File: src/common/rdma_settings.svh
`ifndef RDMA_SETTINGS_SVH
`define RDMA_SETTINGS_SVH

// Requests in flight allowed per session
`define RDMA_N_OUTSTANDING 8

// Process id width
`define RDMA_PID_BITS 3

// Region number width
`define RDMA_REGION_BITS 1

// Entries in the completion ack queue
`define RDMA_ACK_QDEPTH 8

`endif

File: src/common/rdma_meta_pkg.sv
package rdma_meta_pkg;

    `include "rdma_settings.svh"

    typedef logic [`RDMA_PID_BITS-1:0]    pid_t;
    typedef logic [`RDMA_REGION_BITS-1:0] region_t;
    typedef logic [4:0]                   opcode_t;
    typedef logic [7:0]                   offs_t;

    // Base transport opcodes seen by the flow stage
    localparam opcode_t OP_RD_REQ  = 5'h0c;
    localparam opcode_t OP_WR_REQ  = 5'h0a;
    localparam opcode_t OP_RD_RESP = 5'h10;
    localparam opcode_t OP_WR_ACK  = 5'h11;

    typedef struct packed {
        opcode_t     opcode;
        region_t     region;
        pid_t        pid;
        logic [15:0] len;
        offs_t       offs;
    } rdma_req_t;

    typedef struct packed {
        opcode_t opcode;
        region_t region;
        pid_t    pid;
        logic    last;
    } rdma_ack_t;

    // Reads and their responses share one session
    function automatic logic is_read_op(opcode_t op);
        return (op == OP_RD_REQ) || (op == OP_RD_RESP);
    endfunction

endpackage

File: src/common/rdma_flow_pkg.sv
package rdma_flow_pkg;

    import rdma_meta_pkg::*;

    `include "rdma_settings.svh"

    typedef logic [$clog2(`RDMA_N_OUTSTANDING)-1:0] slot_t;

    typedef struct packed {
        logic    rd;
        region_t region;
        pid_t    pid;
    } session_key_t;

    localparam int N_SESSIONS = 1 << $bits(session_key_t);

    typedef struct packed {
        logic  issued;
        slot_t head;
        slot_t tail;
    } session_entry_t;

    typedef enum logic [2:0] {
        ST_IDLE,
        ST_ACK_WAIT,
        ST_REQ_WAIT,
        ST_ACK_UPDATE,
        ST_REQ_ISSUE
    } flow_state_t;

endpackage

File: src/rdma_flow/rdma_flow.sv
`timescale 1ns/1ps

module rdma_flow
    import rdma_meta_pkg::*, rdma_flow_pkg::*;
(
    input  logic           aclk,
    input  logic           aresetn,

    input  logic           s_req_valid,
    output logic           s_req_ready,
    input  rdma_req_t      s_req_data,

    output logic           m_req_valid,
    input  logic           m_req_ready,
    output rdma_req_t      m_req_data,

    input  logic           s_ack_valid,
    output logic           s_ack_ready,
    input  rdma_ack_t      s_ack_data,

    output logic           push_valid,
    input  logic           push_ready,
    output rdma_ack_t      push_data,

    output session_key_t   tbl_addr,
    output logic           tbl_we,
    output session_entry_t tbl_wdata,
    input  session_entry_t tbl_rdata,
    input  logic           table_ready
);

    flow_state_t    state;
    flow_state_t    state_next;
    session_key_t   key_q;
    session_entry_t entry_q;
    session_key_t   req_key;
    session_key_t   ack_key;
    slot_t          tail_inc;
    logic           window_open;

    assign req_key = '{
        rd:     is_read_op(s_req_data.opcode),
        region: s_req_data.region,
        pid:    s_req_data.pid
    };

    assign ack_key = '{
        rd:     is_read_op(s_ack_data.opcode),
        region: s_ack_data.region,
        pid:    s_ack_data.pid
    };

    assign tail_inc    = entry_q.tail + slot_t'(1);
    assign window_open = !entry_q.issued || (entry_q.head != entry_q.tail);

    always_ff @(posedge aclk) begin
        if (!aresetn) begin
            state <= ST_IDLE;
        end else begin
            state <= state_next;
        end
    end

    // Key and entry are held for the update phase
    always_ff @(posedge aclk) begin
        if (state == ST_IDLE) begin
            key_q <= tbl_addr;
        end
        if (state == ST_ACK_WAIT || state == ST_REQ_WAIT) begin
            entry_q <= tbl_rdata;
        end
    end

    always_comb begin
        state_next  = state;
        s_ack_ready = 1'b0;
        push_valid  = 1'b0;
        s_req_ready = 1'b0;
        m_req_valid = 1'b0;
        tbl_addr    = key_q;
        tbl_we      = 1'b0;
        tbl_wdata   = entry_q;

        case (state)
            ST_IDLE: begin
                tbl_addr = s_ack_valid ? ack_key : req_key;
                if (table_ready) begin
                    // Acks first, so windows keep draining
                    if (s_ack_valid) begin
                        s_ack_ready = push_ready;
                        push_valid  = s_ack_data.last;
                        if (push_ready) begin
                            state_next = ST_ACK_WAIT;
                        end
                    end else if (s_req_valid) begin
                        state_next = ST_REQ_WAIT;
                    end
                end
            end

            ST_ACK_WAIT: begin
                state_next = ST_ACK_UPDATE;
            end

            ST_REQ_WAIT: begin
                state_next = ST_REQ_ISSUE;
            end

            ST_ACK_UPDATE: begin
                tbl_we           = 1'b1;
                tbl_wdata.tail   = tail_inc;
                tbl_wdata.issued = (tail_inc == entry_q.head) ? 1'b0 : entry_q.issued;
                state_next       = ST_IDLE;
            end

            ST_REQ_ISSUE: begin
                if (window_open) begin
                    m_req_valid = 1'b1;
                    if (m_req_ready) begin
                        s_req_ready      = 1'b1;
                        tbl_we           = 1'b1;
                        tbl_wdata.head   = entry_q.head + slot_t'(1);
                        tbl_wdata.issued = 1'b1;
                        state_next       = ST_IDLE;
                    end
                end else begin
                    // Window full, let acks in
                    state_next = ST_IDLE;
                end
            end

            default: begin
                state_next = ST_IDLE;
            end
        endcase
    end

    always_comb begin
        m_req_data      = s_req_data;
        m_req_data.offs = offs_t'(entry_q.head);
    end

    assign push_data = s_ack_data;

endmodule

File: src/rdma_flow/session_table.sv
`timescale 1ns/1ps

module session_table
    import rdma_flow_pkg::*;
(
    input  logic           aclk,
    input  logic           aresetn,

    input  session_key_t   tbl_addr,
    input  logic           tbl_we,
    input  session_entry_t tbl_wdata,
    output session_entry_t tbl_rdata,
    output logic           table_ready
);

    localparam int KEY_BITS = $bits(session_key_t);

    session_entry_t      mem [N_SESSIONS];
    logic [KEY_BITS-1:0] sweep_cnt;

    // Clearing sweep, one entry per cycle
    always_ff @(posedge aclk) begin
        if (!aresetn) begin
            sweep_cnt   <= '0;
            table_ready <= 1'b0;
        end else if (!table_ready) begin
            sweep_cnt <= sweep_cnt + 1'b1;
            if (sweep_cnt == KEY_BITS'(N_SESSIONS - 1)) begin
                table_ready <= 1'b1;
            end
        end
    end

    always_ff @(posedge aclk) begin
        if (!table_ready) begin
            mem[sweep_cnt] <= '0;
        end else if (tbl_we) begin
            mem[tbl_addr] <= tbl_wdata;
        end
        tbl_rdata <= mem[tbl_addr];
    end

endmodule

File: src/rtl/ack_queue.sv
`timescale 1ns/1ps

`include "rdma_settings.svh"

module ack_queue
    import rdma_meta_pkg::*;
(
    input  logic      aclk,
    input  logic      aresetn,

    input  logic      push_valid,
    output logic      push_ready,
    input  rdma_ack_t push_data,

    output logic      m_ack_valid,
    input  logic      m_ack_ready,
    output rdma_ack_t m_ack_data
);

    localparam int DEPTH    = `RDMA_ACK_QDEPTH;
    localparam int PTR_BITS = (DEPTH > 1) ? $clog2(DEPTH) : 1;

    rdma_ack_t           mem [DEPTH];
    logic [PTR_BITS-1:0] wr_ptr;
    logic [PTR_BITS-1:0] rd_ptr;
    logic [PTR_BITS:0]   count;
    logic                do_push;
    logic                do_pop;

    assign push_ready  = (count != (PTR_BITS+1)'(DEPTH));
    assign m_ack_valid = (count != '0);
    assign m_ack_data  = mem[rd_ptr];

    assign do_push = push_valid && push_ready;
    assign do_pop  = m_ack_valid && m_ack_ready;

    always_ff @(posedge aclk) begin
        if (!aresetn) begin
            wr_ptr <= '0;
            rd_ptr <= '0;
            count  <= '0;
        end else begin
            if (do_push) begin
                wr_ptr <= (wr_ptr == PTR_BITS'(DEPTH - 1)) ? '0 : wr_ptr + 1'b1;
            end
            if (do_pop) begin
                rd_ptr <= (rd_ptr == PTR_BITS'(DEPTH - 1)) ? '0 : rd_ptr + 1'b1;
            end
            // Simultaneous push and pop leave the count alone
            if (do_push && !do_pop) begin
                count <= count + 1'b1;
            end else if (do_pop && !do_push) begin
                count <= count - 1'b1;
            end
        end
    end

    always_ff @(posedge aclk) begin
        if (do_push) begin
            mem[wr_ptr] <= push_data;
        end
    end

endmodule

File: src/rtl/rdma_flow_top.sv
`timescale 1ns/1ps

module rdma_flow_top
    import rdma_meta_pkg::*, rdma_flow_pkg::*;
(
    input  logic      aclk,
    input  logic      aresetn,

    input  logic      s_req_valid,
    output logic      s_req_ready,
    input  rdma_req_t s_req_data,

    output logic      m_req_valid,
    input  logic      m_req_ready,
    output rdma_req_t m_req_data,

    input  logic      s_ack_valid,
    output logic      s_ack_ready,
    input  rdma_ack_t s_ack_data,

    output logic      m_ack_valid,
    input  logic      m_ack_ready,
    output rdma_ack_t m_ack_data
);

    session_key_t   tbl_addr;
    logic           tbl_we;
    session_entry_t tbl_wdata;
    session_entry_t tbl_rdata;
    logic           table_ready;

    logic           push_valid;
    logic           push_ready;
    rdma_ack_t      push_data;

    rdma_flow rdma_flow_i (
        .aclk        (aclk),
        .aresetn     (aresetn),
        .s_req_valid (s_req_valid),
        .s_req_ready (s_req_ready),
        .s_req_data  (s_req_data),
        .m_req_valid (m_req_valid),
        .m_req_ready (m_req_ready),
        .m_req_data  (m_req_data),
        .s_ack_valid (s_ack_valid),
        .s_ack_ready (s_ack_ready),
        .s_ack_data  (s_ack_data),
        .push_valid  (push_valid),
        .push_ready  (push_ready),
        .push_data   (push_data),
        .tbl_addr    (tbl_addr),
        .tbl_we      (tbl_we),
        .tbl_wdata   (tbl_wdata),
        .tbl_rdata   (tbl_rdata),
        .table_ready (table_ready)
    );

    session_table session_table_i (
        .aclk        (aclk),
        .aresetn     (aresetn),
        .tbl_addr    (tbl_addr),
        .tbl_we      (tbl_we),
        .tbl_wdata   (tbl_wdata),
        .tbl_rdata   (tbl_rdata),
        .table_ready (table_ready)
    );

    ack_queue ack_queue_i (
        .aclk        (aclk),
        .aresetn     (aresetn),
        .push_valid  (push_valid),
        .push_ready  (push_ready),
        .push_data   (push_data),
        .m_ack_valid (m_ack_valid),
        .m_ack_ready (m_ack_ready),
        .m_ack_data  (m_ack_data)
    );

endmodule
File: config.mk
export PLATFORM = sky130hd
export DESIGN_NAME = rdma_flow_top
export DESIGN_NICKNAME = d
export VERILOG_FILES = /design/src/common/rdma_meta_pkg.sv /design/src/common/rdma_flow_pkg.sv /design/src/rdma_flow/rdma_flow.sv /design/src/rdma_flow/session_table.sv /design/src/rtl/ack_queue.sv /design/src/rtl/rdma_flow_top.sv
export VERILOG_INCLUDE_DIRS = /design/src /design/src/common
export SDC_FILE = /design/constraint.sdc
export NUM_CORES = 1
export LEC_CHECK = 0
export BUFFER_PORTS_ARGS = -buffer_cell sky130_fd_sc_hd__buf_2
export CORE_AREA = 8 8 152 297
export CTS_CLUSTER_DIAMETER = 30
export CTS_CLUSTER_SIZE = 25
export DETAILED_ROUTE_END_ITERATION = 7
export DIE_AREA = 0 0 160 305
export HOLD_SLACK_MARGIN = 0.02
export PLACE_DENSITY = 0.6
export SLEW_MARGIN = 10
export SYNTH_ARGS = -nofsm -noshare
export SYNTH_HDL_FRONTEND = slang
export SYNTH_HIERARCHICAL = 1
export SYNTH_SLANG_ARGS = --single-unit
File: constraint.sdc
create_clock -name aclk -period 8 [get_ports aclk]
set_clock_uncertainty 0.1 [all_clocks]
set_input_delay 0.8 -clock aclk [delete_from_list [all_inputs] [get_ports aclk]]
set_output_delay 0.8 -clock aclk [all_outputs]
set_load 0.01 [all_outputs]
==> impl_table.tex, run 1 <==
\begin{tabular}{lr}
\hline
Metric & Value \\
\hline
\multicolumn{2}{l}{\textbf{STA}} \\
Number of endpoints failing setup at the final stage & 0 \\
Tmin final & 4.28 ns \\
Final setup margin & approximately 3.7 ns \\
Worst slew pin tran & between 1 and 1.5 ns \\
Sum Neg Setup Slack & 0 ns \\
Fin crit share & 0.535 \\
Max-Slew Margin vs Limit & 0.166 \\
Max-slew violation total from the final report & 0 \\
Setup repair after global routing missed its margin & false \\
Maximum clock frequency & 234 MHz \\
Hold Vio Cnt, Final & 0 \\
Post-Route Hold Slack & between 0.3 and 0.4 ns \\
\multicolumn{2}{l}{\textbf{Die}} \\
Core area & 0.0414 mm2 \\
Starting density of the core & 0.345 \\
I/O pin total & between 90 and 100 \\
Width of the die & roughly 160 um \\
Area of the die & 0.0488 mm2 \\
Num rows & around 110 \\
Floorplan die height & 305 um \\
\multicolumn{2}{l}{\textbf{Worst setup path}} \\
Flop2flop setup slack & around 3.7 ns \\
Worst path bufs/invs & 2 \\
Worst Reg2Reg Path Length in Cells & 8 \\
Kind of capture point of the worst setup path & flip-flop \\
Cell-by-cell trace of the critical path & nor3\_2 > buf\_4 > nor2\_1 > a21oi\_4 > buf\_4 > nor2b\_1 > a32oi\_1 > nor2\_1 \\
Peak per-stage delay on the critical path & $\sim$0.96 ns \\
Critical Setup Path Class & flip-flop to flip-flop \\
R2r endpoint & session\_table\_i/mem[22][1] \\
Standard cell with the maximum stage delay on the critical path & sky130\_fd\_sc\_hd\_\_a32oi\_1 \\
Critical path arrival & 4.36 ns \\
Reg-to-reg startpoint & rdma\_flow\_i/state[1] \\
Top Family by Delay on Critical Path & compound AO/OA/AOI/OAI gates \\
Worst-path maximum fanout & 28 \\
Type of origin of the critical path & flip-flop \\
Data required time at the worst endpoint & around 8 ns \\
Number of logic stages on the critical path including buffering & 8 \\
\multicolumn{2}{l}{\textbf{Placed design}} \\
Pre-CTS worst setup slack & around 3.3 ns \\
Routability congestion estimate & 0.738 \\
Number of instances in the placed design & roughly 1,300 \\
DPL Wire Length & 17.8 mm \\
Count of buffers from port buffering & 50 \\
Area of placed instances & 0.0149 mm2 \\
\multicolumn{2}{l}{\textbf{Drt}} \\
Final wirelength & around 29 mm \\
Iteration-0 DRC count of the detailed router & approximately 430 \\
Detailed Routing Iterations Pass 1 & 4 \\
Post-detailed-route wirelength per cell & roughly 21 um \\
Via/cell ratio & 5.03 \\
Routed vias & just under 7,000 \\
Number of DRC violations after detailed routing & 0 \\
Final ANT Viol Nets & 0 \\
\multicolumn{2}{l}{\textbf{CTS}} \\
Number of levels in the clock H-tree & 2 \\
Maximum buffer depth of the clock tree & 3 \\
Clock transition at the register clock pins on the worst setup and hold paths after CTS & around 0.05 ns \\
Buffer cell driving the clock tree root & sky130\_fd\_sc\_hd\_\_clkbuf\_16 \\
CTS tree & built \\
Setup bufs post-CTS & 0 \\
Skew-Pair Late Insertion Delay & around 0.54 ns \\
Total number of clock tree sinks & roughly 350 \\
Number of buffers inserted during clock tree synthesis & 52 \\
CTS Hold Buffers Added & 0 \\
Post-cts gate resize count & 0 \\
\multicolumn{2}{l}{\textbf{Logic synthesis}} \\
Sequential area share after synthesis & 0.705 \\
Async set-or-reset flop fraction in the synthesized netlist & 0 \\
Post-synthesis cell area & roughly 0.014 mm2 \\
Syn. warnings & 6 \\
Cell accounting for the most synthesized area & sky130\_fd\_sc\_hd\_\_edfxtp\_1 \\
Avg Inst Size Synth & between 15 and 20 um2 \\
Area contributors post-synth & sky130\_fd\_sc\_hd\_\_edfxtp\_1 (66\%), sky130\_fd\_sc\_hd\_\_mux4\_2 (11\%), sky130\_fd\_sc\_hd\_\_dfxtp\_1 (4.1\%) \\
Synth unique cells & 59 \\
Yosys reg bits & approximately 350 \\
Number of flops mapped to enable cells by yosys & 316 \\
Area share of the largest cell type after synthesis & 0.665 \\
Post-Synthesis Cells & around 740 \\
Dominant register cell in the synthesized netlist & sky130\_fd\_sc\_hd\_\_edfxtp\_1 \\
\multicolumn{2}{l}{\textbf{Layout}} \\
Area growth from synthesis to final layout & 16.1\% \\
Final non-filler cell total & about 1,400 \\
Core utilization of the finished layout & 0.401 \\
Final layout net count & $\sim$850 \\
Diodes inserted & 0 \\
Cell area after layout & around 0.017 mm2 \\
Filler instances & roughly 3,700 \\
Fraction of layout instances using a drive strength above 1 & 0.311 \\
\multicolumn{2}{l}{\textbf{Global routing}} \\
Overall overflow remaining after global route & 0 \\
Total GRT Usage & 0.116 \\
Number of antenna violations at the first check in global routing & 0 \\
Via count of the first global-routing pass & about 7,200 \\
Pin count of the biggest net entering global routing & 61 \\
First-pass GRT wire length & 43.9 mm \\
\multicolumn{2}{l}{\textbf{Min path}} \\
Worst hold path cell count & 0 \\
Class of the tightest hold or removal check & flip-flop to flip-flop \\
Capture endpoint of the worst hold path & rdma\_flow\_i/m\_req\_data[0] \\
Startpoint of the worst hold path & session\_table\_i/tbl\_rdata[3] \\
\multicolumn{2}{l}{\textbf{Pwr}} \\
Leakage & roughly 5.4 nW \\
Ratio of total power to cell area & approximately 270 mW/mm2 \\
Power Total & between 4 and 5 mW \\
Worst supply voltage drop on vdd & between 0.15 and 0.2 mV \\
\multicolumn{2}{l}{\textbf{Job}} \\
Count of maximum capacitance violations & 0 \\
\multicolumn{2}{l}{\textbf{Run status}} \\
Result of the run & complete, no violations \\
\hline
\end{tabular}
==> worst max-delay path by stage <==
stage | end | slack [ns] | start
floorplan | session_table_i/tbl_rdata[0] | 4.61 | s_ack_valid
global placement | session_table_i/mem[6][0] | 3.27 | s_ack_valid
detailed placement | session_table_i/mem[6][6] | 3.26 | s_ack_valid
CTS | session_table_i/mem[6][6] | 3.64 | rdma_flow_i/state[1]
global route | session_table_i/mem[6][6] | 3.36 | rdma_flow_i/state[1]
finish | session_table_i/mem[22][1] | 3.72 | rdma_flow_i/state[1]
==> flip-flops by register name, summed over array words and instances, names as in the netlist, named ones only <==
name / cells
ack_queue_i/wr_ptr: 3
ack_queue_i/count: 4
ack_queue_i/rd_ptr: 3
rdma_flow_i/key_q: 5
session_table_i/tbl_rdata: 7
session_table_i/mem: 224
rdma_flow_i/m_req_data: 3
rdma_flow_i/state: 3
rdma_flow_i/entry_q: 4
ack_queue_i/mem: 80
session_table_i/table_ready: 1
session_table_i/sweep_cnt: 5
==> kinds of logic (layout without fill, tap and decap cells) <==
group           after synthesis  after routing  synth area share
compound gates               40             40            0.0210
xor+xnor                     13             13           0.00798
fa+ha+maj                    12             12            0.0110
buf+inv                      86            172            0.0377
flops                       345            345             0.705
mux                         117            117             0.168
other cells                   1              5          0.000263
simple gates                129            129            0.0487
==> metal layers <==
metal	up-vias	global-route usage	routed length (um)
met5	-	0	0
met4	0	0.0400	700
met3	65	0.0258	1490
met2	187	0.186	14000
met1	3572	0.152	12400
li1	3087	-	-
==> final cells by class <==
type / instances / area, um2 / area share
Clock inverter: 40 / 342 / 0.0206
Clock buffer: 56 / 1350 / 0.0813
Timing Repair Buffer: 66 / 370 / 0.0223
Tap cell: 540 / 676 / 0.0408
Sequential cell: 345 / 10100 / 0.607
Inverter: 10 / 37.5 / 0.00226
Multi-Input combinational cell: 316 / 3730 / 0.225
==> power breakdown <==
group          switching [mW]  total (mW)  internal (mW)
logic                   0.145       0.299          0.154
registers              0.0395        2.02           1.98
clock network           0.835        2.14           1.31
==> cell usage in the layout (no fill, tap or decap), types with 4 or more instances in the layout <==
master                         n
sky130_fd_sc_hd__buf_2        50
sky130_fd_sc_hd__and2_1        7
sky130_fd_sc_hd__nor3_1        7
sky130_fd_sc_hd__clkinv_1      6
sky130_fd_sc_hd__dfxtp_1      29
sky130_fd_sc_hd__edfxtp_1    316
sky130_fd_sc_hd__inv_1         9
sky130_fd_sc_hd__mux2_2       18
sky130_fd_sc_hd__and3_1        4
sky130_fd_sc_hd__ha_1         11
sky130_fd_sc_hd__and3_2        4
sky130_fd_sc_hd__clkbuf_16    53
sky130_fd_sc_hd__inv_8         6
sky130_fd_sc_hd__o32a_1        5
sky130_fd_sc_hd__a31oi_1       4
sky130_fd_sc_hd__mux4_1       20
sky130_fd_sc_hd__nor2b_1       6
sky130_fd_sc_hd__mux2i_1       8
sky130_fd_sc_hd__mux4_2       70
sky130_fd_sc_hd__or3_1         4
sky130_fd_sc_hd__xnor2_1      10
sky130_fd_sc_hd__clkinv_2      8
sky130_fd_sc_hd__nor2_1       49
sky130_fd_sc_hd__clkinvlp_4    5
sky130_fd_sc_hd__nand2b_1      5
sky130_fd_sc_hd__nand2_1      14
sky130_fd_sc_hd__buf_4        16
sky130_fd_sc_hd__clkinv_4      5
sky130_fd_sc_hd__a21oi_1       4
sky130_fd_sc_hd__conb_1        5
sky130_fd_sc_hd__inv_6         8
==> cell usage after synthesis, types with 3 or more instances <==
library cell and n:
sky130_fd_sc_hd__mux4_1 20, sky130_fd_sc_hd__o21ai_0 3, sky130_fd_sc_hd__xnor2_1 10, sky130_fd_sc_hd__dfxtp_1 29, sky130_fd_sc_hd__mux2_2 18, sky130_fd_sc_hd__nor3_1 8
sky130_fd_sc_hd__nand3_1 3, sky130_fd_sc_hd__buf_2 7, sky130_fd_sc_hd__inv_1 9, sky130_fd_sc_hd__o21a_1 3, sky130_fd_sc_hd__nor2_1 49, sky130_fd_sc_hd__and3_1 8
sky130_fd_sc_hd__and2_1 7, sky130_fd_sc_hd__nand4b_1 3, sky130_fd_sc_hd__a21oi_1 7, sky130_fd_sc_hd__a21boi_1 3, sky130_fd_sc_hd__edfxtp_1 316, sky130_fd_sc_hd__a21boi_0 3
sky130_fd_sc_hd__mux2i_1 8, sky130_fd_sc_hd__a31oi_1 4, sky130_fd_sc_hd__a32oi_1 3, sky130_fd_sc_hd__o32a_1 5, sky130_fd_sc_hd__buf_4 43, sky130_fd_sc_hd__clkbuf_1 17
sky130_fd_sc_hd__or3_1 4, sky130_fd_sc_hd__ha_1 11, sky130_fd_sc_hd__nand2b_1 5, sky130_fd_sc_hd__xor2_1 3, sky130_fd_sc_hd__and4_1 3, sky130_fd_sc_hd__nand3b_1 3
sky130_fd_sc_hd__nand2_1 14, sky130_fd_sc_hd__nor2b_1 6, sky130_fd_sc_hd__mux4_2 70, sky130_fd_sc_hd__nand4_1 3, sky130_fd_sc_hd__buf_6 3, sky130_fd_sc_hd__buf_1 4
No activity file was read; power rests on OpenSTA's default activity.
==> run 2: changes to the inputs <==
- ABC_AREA: not set -> 1
- CORE_AREA: 8 8 152 297 -> 8 8 157 306
- DIE_AREA: 0 0 160 305 -> 0 0 165 314
- PLACE_DENSITY: 0.6 -> 0.61
- clock period: 8 -> 3.7 ns (I/O delays scaled with it)
==> run 2 against run 1 <==
Effect of this change: sequential power is 120% higher; power is 120% higher; flip-flop and latch count stayed put; clock-buffer cell count is 17 lower; area after synthesis is 6.0% higher; worst setup slack worse by 3.3 ns.
==> impl_table.tex, run 2 <==
\begin{tabular}{lr}
\hline
Metric & Value \\
\hline
\multicolumn{2}{l}{\textbf{Logic synthesis}} \\
Avg Inst Size Synth & between 10 and 15 um2 \\
Area share of the largest cell type after synthesis & 0.627 \\
Post-synthesis cell area & between 0.015 and 0.02 mm2 \\
Sequential area share after synthesis & 0.665 \\
Syn. warnings & 6 \\
Post-Synthesis Cells & about 1,400 \\
Most frequent cells after synthesis & sky130\_fd\_sc\_hd\_\_nand2\_1 (434), sky130\_fd\_sc\_hd\_\_edfxtp\_1 (316), sky130\_fd\_sc\_hd\_\_nand3\_1 (181) \\
Async set-or-reset flop fraction in the synthesized netlist & 0 \\
Area contributors post-synth & sky130\_fd\_sc\_hd\_\_edfxtp\_1 (63\%), sky130\_fd\_sc\_hd\_\_nand2\_1 (11\%), sky130\_fd\_sc\_hd\_\_nand3\_1 (6.0\%) \\
Dominant register cell in the synthesized netlist & sky130\_fd\_sc\_hd\_\_edfxtp\_1 \\
Cell accounting for the most synthesized area & sky130\_fd\_sc\_hd\_\_edfxtp\_1 \\
Synth unique cells & 45 \\
Most frequent cell after synthesis & sky130\_fd\_sc\_hd\_\_nand2\_1 \\
Number of flops mapped to enable cells by yosys & between 300 and 400 \\
Yosys reg bits & 345 \\
\multicolumn{2}{l}{\textbf{STA}} \\
Tmin final & around 3.2 ns \\
Max-slew violation total from the final report & 0 \\
Setup repair after global routing missed its margin & false \\
Hold Vio Cnt, Final & 0 \\
Maximum clock frequency & between 300 and 400 MHz \\
Max-Slew Margin vs Limit & 0.510 \\
Sum Neg Setup Slack & 0 ns \\
Worst slew pin tran & 0.735 ns \\
Number of endpoints failing setup at the final stage & 0 \\
Fin crit share & 0.878 \\
\multicolumn{2}{l}{\textbf{Worst setup path}} \\
Launching element of the worst setup path & rdma\_flow\_i/state[1] \\
Kind of capture point of the worst setup path & flip-flop \\
Critical Setup Path Class & flip-flop to flip-flop \\
Type of origin of the critical path & flip-flop \\
Data required time at the worst endpoint & between 3 and 4 ns \\
Reg-to-reg startpoint & rdma\_flow\_i/state[1] \\
Worst-path maximum fanout & 15 \\
Critical path arrival & $\sim$3.3 ns \\
\multicolumn{2}{l}{\textbf{Global routing}} \\
Number of antenna violations at the first check in global routing & 0 \\
GR met2 Demand/Resource & 0.265 \\
Pin count of the biggest net entering global routing & around 110 \\
First-pass GRT wire length & roughly 54 mm \\
Overall overflow remaining after global route & 0 \\
Total GRT Usage & 0.136 \\
Met3 track demand over resource in global routing & 0.0166 \\
Most Crowded Layer GR & met2 \\
Via count of the first global-routing pass & between 9,000 and 10,000 \\
Met1 track demand over resource in global routing & 0.127 \\
\multicolumn{2}{l}{\textbf{Die}} \\
Area of the die & around 0.052 mm2 \\
Core area & approximately 0.044 mm2 \\
Width of the die & 165 um \\
Floorplan die height & 314 um \\
Num rows & approximately 110 \\
Starting density of the core & 0.344 \\
I/O pin total & 96 \\
\multicolumn{2}{l}{\textbf{Placed design}} \\
DPL Wire Length & $\sim$24 mm \\
Area of placed instances & roughly 0.016 mm2 \\
Count of buffers from port buffering & 50 \\
Routability congestion estimate & about 0.84 \\
Number of instances in the placed design & slightly below 2,000 \\
\multicolumn{2}{l}{\textbf{CTS}} \\
CTS tree & built \\
Skew-Pair Late Insertion Delay & about 0.53 ns \\
Buffer cell driving the clock tree root & sky130\_fd\_sc\_hd\_\_clkbuf\_16 \\
Post-cts gate resize count & 0 \\
Number of levels in the clock H-tree & 2 \\
Clock transition at the register clock pins on the worst setup and hold paths after CTS & roughly 0.070 ns \\
Number of buffers inserted during clock tree synthesis & 36 \\
Total number of clock tree sinks & 345 \\
Maximum buffer depth of the clock tree & 3 \\
\multicolumn{2}{l}{\textbf{Drt}} \\
Iteration-0 DRC count of the detailed router & 747 \\
Detailed Routing Iterations Pass 1 & 5 \\
Number of DRC violations after detailed routing & 0 \\
Final wirelength & 34.9 mm \\
Routed vias & 9,692 \\
Via/cell ratio & approximately 4.8 \\
Final ANT Viol Nets & 0 \\
Post-detailed-route wirelength per cell & roughly 17 um \\
\multicolumn{2}{l}{\textbf{Pwr}} \\
Power Total & 9.76 mW \\
Ratio of total power to cell area & around 570 mW/mm2 \\
Leakage & roughly 6.7 nW \\
Worst supply voltage drop on vdd & 0.313 mV \\
\multicolumn{2}{l}{\textbf{Layout}} \\
Most common library cell in the layout ignoring fill and taps & sky130\_fd\_sc\_hd\_\_nand2\_1 \\
Final layout net count & 1,494 \\
Biggest registers after layout & session\_table\_i/mem x224, ack\_queue\_i/mem x80, session\_table\_i/tbl\_rdata x7 \\
Cell area after layout & $\sim$0.017 mm2 \\
Final non-filler cell total & slightly above 2,000 \\
Commonest cells after routing, fill and taps aside & sky130\_fd\_sc\_hd\_\_nand2\_1 (434), sky130\_fd\_sc\_hd\_\_edfxtp\_1 (316), sky130\_fd\_sc\_hd\_\_nand3\_1 (179), sky130\_fd\_sc\_hd\_\_nor2\_1 (148), sky130\_fd\_sc\_hd\_\_inv\_1 (51) \\
Diodes inserted & 0 \\
Register bank with the most flops & session\_table\_i/mem \\
Area growth from synthesis to final layout & 12.2\% \\
Filler instances & between 4,000 and 5,000 \\
Flip-flop count of the largest register, all copies and words added & 224 \\
Fraction of layout instances using a drive strength above 1 & 0.137 \\
\multicolumn{2}{l}{\textbf{Job}} \\
Count of maximum capacitance violations & 0 \\
\multicolumn{2}{l}{\textbf{Run status}} \\
Result of the run & complete, no violations \\
\multicolumn{2}{l}{\textbf{Min path}} \\
Startpoint of the worst hold path & s\_ack\_data[4] \\
Class of the tightest hold or removal check & input port to flip-flop \\
\hline
\end{tabular}
==> run 2: changes by cell type after synthesis, moves of 12 or more <==
cell and delta:
sky130_fd_sc_hd__buf_2 +26, sky130_fd_sc_hd__mux2_2 -17, sky130_fd_sc_hd__clkbuf_1 -12, sky130_fd_sc_hd__nand2_1 +420, sky130_fd_sc_hd__o21ai_1 +46, sky130_fd_sc_hd__mux4_2 -70, sky130_fd_sc_hd__buf_6 +16, sky130_fd_sc_hd__nor2_1 +106
sky130_fd_sc_hd__inv_1 +42, sky130_fd_sc_hd__nand3_1 +178, sky130_fd_sc_hd__mux4_1 -20
==> run 2: metal layers <==
metal / routed length (um) / vias to the layer above
li1: - / 4765
met1: 11700 / 4580
met2: 19500 / 244
met3: 1550 / 103
met4: 2140 / 0
met5: 0 / -
==> run 2: kinds of logic (layout without fill, tap and decap cells) <==
family	Yosys count	count (layout)	synth area share
AND/OR/NAND/NOR	810	810	0.228
flip-flops	345	345	0.665
other	1	5	0.000248
multiplexers	1	1	0.000744
buffers and inverters	168	211	0.0661
AO/OA/AOI/OAI	70	70	0.0255
adder cells (fa/ha/maj)	12	12	0.0104
XOR/XNOR	7	7	0.00405
==> run 2: area by class of cell <==
type | count | area (um2) | share of cell area
Clock buffer | 39 | 955 | 0.0562
Clock inverter | 27 | 375 | 0.0221
Inverter | 63 | 241 | 0.0142
Multi-Input combinational cell | 905 | 4110 | 0.242
Sequential cell | 345 | 10100 | 0.593
Tap cell | 555 | 694 | 0.0409
Timing Repair Buffer | 82 | 531 | 0.0312
==> run 2: worst max-delay path: stages, from the launching register on <==
cell	delay, ns
sky130_fd_sc_hd__dfxtp_1	0.39
sky130_fd_sc_hd__nor2_4	0.20
sky130_fd_sc_hd__nand2_4	0.09
sky130_fd_sc_hd__inv_4	0.12
sky130_fd_sc_hd__nand2_1	0.09
sky130_fd_sc_hd__inv_2	0.11
sky130_fd_sc_hd__nand2_1	0.06
sky130_fd_sc_hd__nand3_1	0.13
sky130_fd_sc_hd__inv_1	0.21
sky130_fd_sc_hd__o21ai_1	0.29
sky130_fd_sc_hd__inv_1	0.09
sky130_fd_sc_hd__nor2_1	0.23
sky130_fd_sc_hd__nand2_1	0.18
sky130_fd_sc_hd__nor2_1	0.58
==> run 2: final timing paths <==
check	endpoint	slack [ns]	cells after the start
setup / recovery	session_table_i/mem[25][5]	0.45	13
hold reg to reg	rdma_flow_i/entry_q[2]	0.31	0
setup reg to reg	session_table_i/mem[25][5]	0.45	13
hold / removal	ack_queue_i/mem[6][4]	0.05	1
==> run 2: through the flow <==
step            util  hold slack (ns)  setup slack (ns)
6_report       0.385           0.0495             0.451
4_1_cts        0.385           0.0218             0.433
3_3_place_gp   0.355            0.291             0.498
2_1_floorplan      -            0.286              1.16
3_5_place_dp   0.355            0.291             0.457
5_1_grt        0.385           0.0318             0.174
==> run 2: power by group <==
part	switching, mW	internal [mW]
logic	0.970	0.470
clock network	1.63	2.30
registers	0.0672	4.31
total	2.67	7.08
==> run 2: repair_timing <==
action / 4_1_cts / 5_1_grt
hold buffers: 1 / 0
hold endpoints to repair: 6 / 0
setup buffers: 0 / 0
==> run 3: changes to the inputs <==
- MAX_ROUTING_LAYER: not set -> met4
==> run 3 against run 2 <==
Effect of this change: routed wire length is essentially flat; power is essentially flat; clock power is essentially flat; via count shrank 0.28%; critical path depth is the same; critical path type unchanged; largest cell class unchanged; highest routed layer unchanged.
==> impl_table.tex, run 3 (synthesis results as in run 2) <==
\begin{tabular}{lr}
\hline
Metric & Value \\
\hline
\multicolumn{2}{l}{\textbf{Run status}} \\
Result of the run & complete, no violations \\
\multicolumn{2}{l}{\textbf{Worst setup path}} \\
Worst Reg2Reg Path Length in Cells & 13 \\
Type of origin of the critical path & flip-flop \\
Standard cell with the maximum stage delay on the critical path & sky130\_fd\_sc\_hd\_\_nor2\_1 \\
Cell-by-cell trace of the critical path & nor2\_4 > nand2\_4 > inv\_4 > nand2\_1 > inv\_2 > nand2\_1 > nand3\_1 > inv\_1 > o21ai\_1 > inv\_1 > nor2\_1 > nand2\_1 > nor2\_1 \\
Critical Setup Path Class & flip-flop to flip-flop \\
Worst path bufs/invs & 4 \\
Number of logic stages on the critical path including buffering & 13 \\
Kind of capture point of the worst setup path & flip-flop \\
Data required time at the worst endpoint & roughly 3.8 ns \\
Worst-path maximum fanout & 15 \\
Peak per-stage delay on the critical path & approximately 0.58 ns \\
Critical path arrival & around 3.3 ns \\
Most used cell along the critical path & sky130\_fd\_sc\_hd\_\_nand2\_1 \\
Top Family by Delay on Critical Path & simple AND/OR/NAND/NOR gates \\
\multicolumn{2}{l}{\textbf{STA}} \\
Maximum clock frequency & approximately 300 MHz \\
Max-slew violation total from the final report & 0 \\
Setup repair after global routing missed its margin & false \\
Hold Vio Cnt, Final & 0 \\
Fin crit share & 0.880 \\
Number of endpoints failing setup at the final stage & 0 \\
Sum Neg Setup Slack & 0 ns \\
Worst slew pin tran & between 0.7 and 0.8 ns \\
Tmin final & between 3 and 4 ns \\
Max-Slew Margin vs Limit & 0.514 \\
\multicolumn{2}{l}{\textbf{Layout}} \\
Core utilization of the finished layout & 0.385 \\
Filler instances & between 4,000 and 5,000 \\
Commonest cells after routing, fill and taps aside & sky130\_fd\_sc\_hd\_\_nand2\_1 (434), sky130\_fd\_sc\_hd\_\_edfxtp\_1 (316), sky130\_fd\_sc\_hd\_\_nand3\_1 (179), sky130\_fd\_sc\_hd\_\_nor2\_1 (148), sky130\_fd\_sc\_hd\_\_inv\_1 (51) \\
Diodes inserted & 0 \\
Area growth from synthesis to final layout & 12.2\% \\
Final non-filler cell total & between 2,000 and 2,500 \\
Most common library cell in the layout ignoring fill and taps & sky130\_fd\_sc\_hd\_\_nand2\_1 \\
Biggest registers after layout & session\_table\_i/mem x224, ack\_queue\_i/mem x80, session\_table\_i/tbl\_rdata x7 \\
Flip-flop count of the largest register, all copies and words added & around 220 \\
Fraction of layout instances using a drive strength above 1 & 0.137 \\
Final layout net count & 1,494 \\
Register bank with the most flops & session\_table\_i/mem \\
\multicolumn{2}{l}{\textbf{Drt}} \\
Iteration-0 DRC count of the detailed router & 721 \\
Final wirelength & between 30 and 40 mm \\
Detailed Routing Iterations Pass 1 & 5 \\
Via/cell ratio & roughly 4.8 \\
Number of DRC violations after detailed routing & 0 \\
Final ANT Viol Nets & 0 \\
Post-detailed-route wirelength per cell & about 17 um \\
Routed vias & $\sim$9,700 \\
\multicolumn{2}{l}{\textbf{Global routing}} \\
Pin count of the biggest net entering global routing & roughly 110 \\
Number of antenna violations at the first check in global routing & 0 \\
Via count of the first global-routing pass & between 9,000 and 10,000 \\
Total GRT Usage & 0.140 \\
First-pass GRT wire length & roughly 54 mm \\
Overall overflow remaining after global route & 0 \\
\multicolumn{2}{l}{\textbf{Placed design}} \\
DPL Wire Length & $\sim$24 mm \\
Routability congestion estimate & 0.849 \\
Number of instances in the placed design & 1,949 \\
Count of buffers from port buffering & 50 \\
\multicolumn{2}{l}{\textbf{Die}} \\
I/O pin total & 96 \\
Width of the die & 165 um \\
Core area & $\sim$0.044 mm2 \\
Floorplan die height & about 310 um \\
Num rows & 109 \\
Starting density of the core & 0.344 \\
Area of the die & approximately 0.052 mm2 \\
\multicolumn{2}{l}{\textbf{CTS}} \\
Buffer cell driving the clock tree root & sky130\_fd\_sc\_hd\_\_clkbuf\_16 \\
Setup bufs post-CTS & 0 \\
Skew-Pair Late Insertion Delay & $\sim$0.53 ns \\
Number of levels in the clock H-tree & 2 \\
CTS tree & built \\
Clock transition at the register clock pins on the worst setup and hold paths after CTS & $\sim$0.07 ns \\
Total number of clock tree sinks & 345 \\
Maximum buffer depth of the clock tree & 3 \\
Number of buffers inserted during clock tree synthesis & 36 \\
Post-cts gate resize count & 0 \\
\multicolumn{2}{l}{\textbf{Min path}} \\
Worst hold path cell count & 1 \\
Class of the tightest hold or removal check & input port to flip-flop \\
\multicolumn{2}{l}{\textbf{Pwr}} \\
Power Total & around 9.8 mW \\
Ratio of total power to cell area & 575 mW/mm2 \\
Leakage & 6.67 nW \\
Worst supply voltage drop on vdd & $\sim$0.31 mV \\
\multicolumn{2}{l}{\textbf{Job}} \\
Count of maximum capacitance violations & 0 \\
\hline
\end{tabular}
==> run 3: cell counts in the layout (fill, tap and decap cells not counted) <==
Identical to the previous run, type by type.
==> run 3: path summary, 6_finish.rpt <==
kind / startpoint / to / slack, ns
hold reg to reg: session_table_i/tbl_rdata[6] / rdma_flow_i/entry_q[6] / 0.31
setup reg to reg: rdma_flow_i/state[1] / session_table_i/mem[25][5] / 0.44
setup / recovery: rdma_flow_i/state[1] / session_table_i/mem[25][5] / 0.44
hold / removal: s_ack_data[0] / ack_queue_i/mem[2][0] / 0.05
==> run 3: metrics by stage <==
step | setup WS, ns | instance area (um2) | hold slack [ns]
2_1_floorplan | 1.16 | 15100 | 0.286
3_3_place_gp | 0.498 | 15600 | 0.291
3_5_place_dp | 0.457 | 15600 | 0.291
4_1_cts | 0.433 | 17000 | 0.0218
5_1_grt | 0.174 | 17000 | 0.0317
6_report | 0.443 | 17000 | 0.0463
==> run 3: cell type report <==
cell class	instances	area, um2	area share
Tap cell	555	694	0.0409
Sequential cell	345	10100	0.593
Clock buffer	39	955	0.0562
Clock inverter	27	375	0.0221
Inverter	63	241	0.0142
Timing Repair Buffer	82	531	0.0312
Multi-Input combinational cell	905	4110	0.242
==> run 3: timing repair <==
| action | in CTS | in global routing |
|---|---|---|
| endpoints found under the setup margin | 0 | 0 |
| hold endpoints to repair | 6 | 0 |
| hold buffers | 1 | 0 |
==> run 3: routing by layer <==
layer | track usage | part of all wire | vias to the layer above
li1 | - | - | 4763
met1 | 0.127 | 0.34 | 4564
met2 | 0.264 | 0.56 | 238
met3 | 0.0166 | 0.045 | 100
met4 | 0.0878 | 0.058 | 0
met5 | - | 0 | -
==> run 3: where the power goes <==
| group | internal, mW | switching [mW] | total (mW) | leakage (nW) |
|---|---|---|---|---|
| registers | 4.31 | 0.0671 | 4.38 | 3.44 |
| logic | 0.470 | 0.972 | 1.44 | 2.59 |
| clock network | 2.30 | 1.64 | 3.94 | 0.639 |
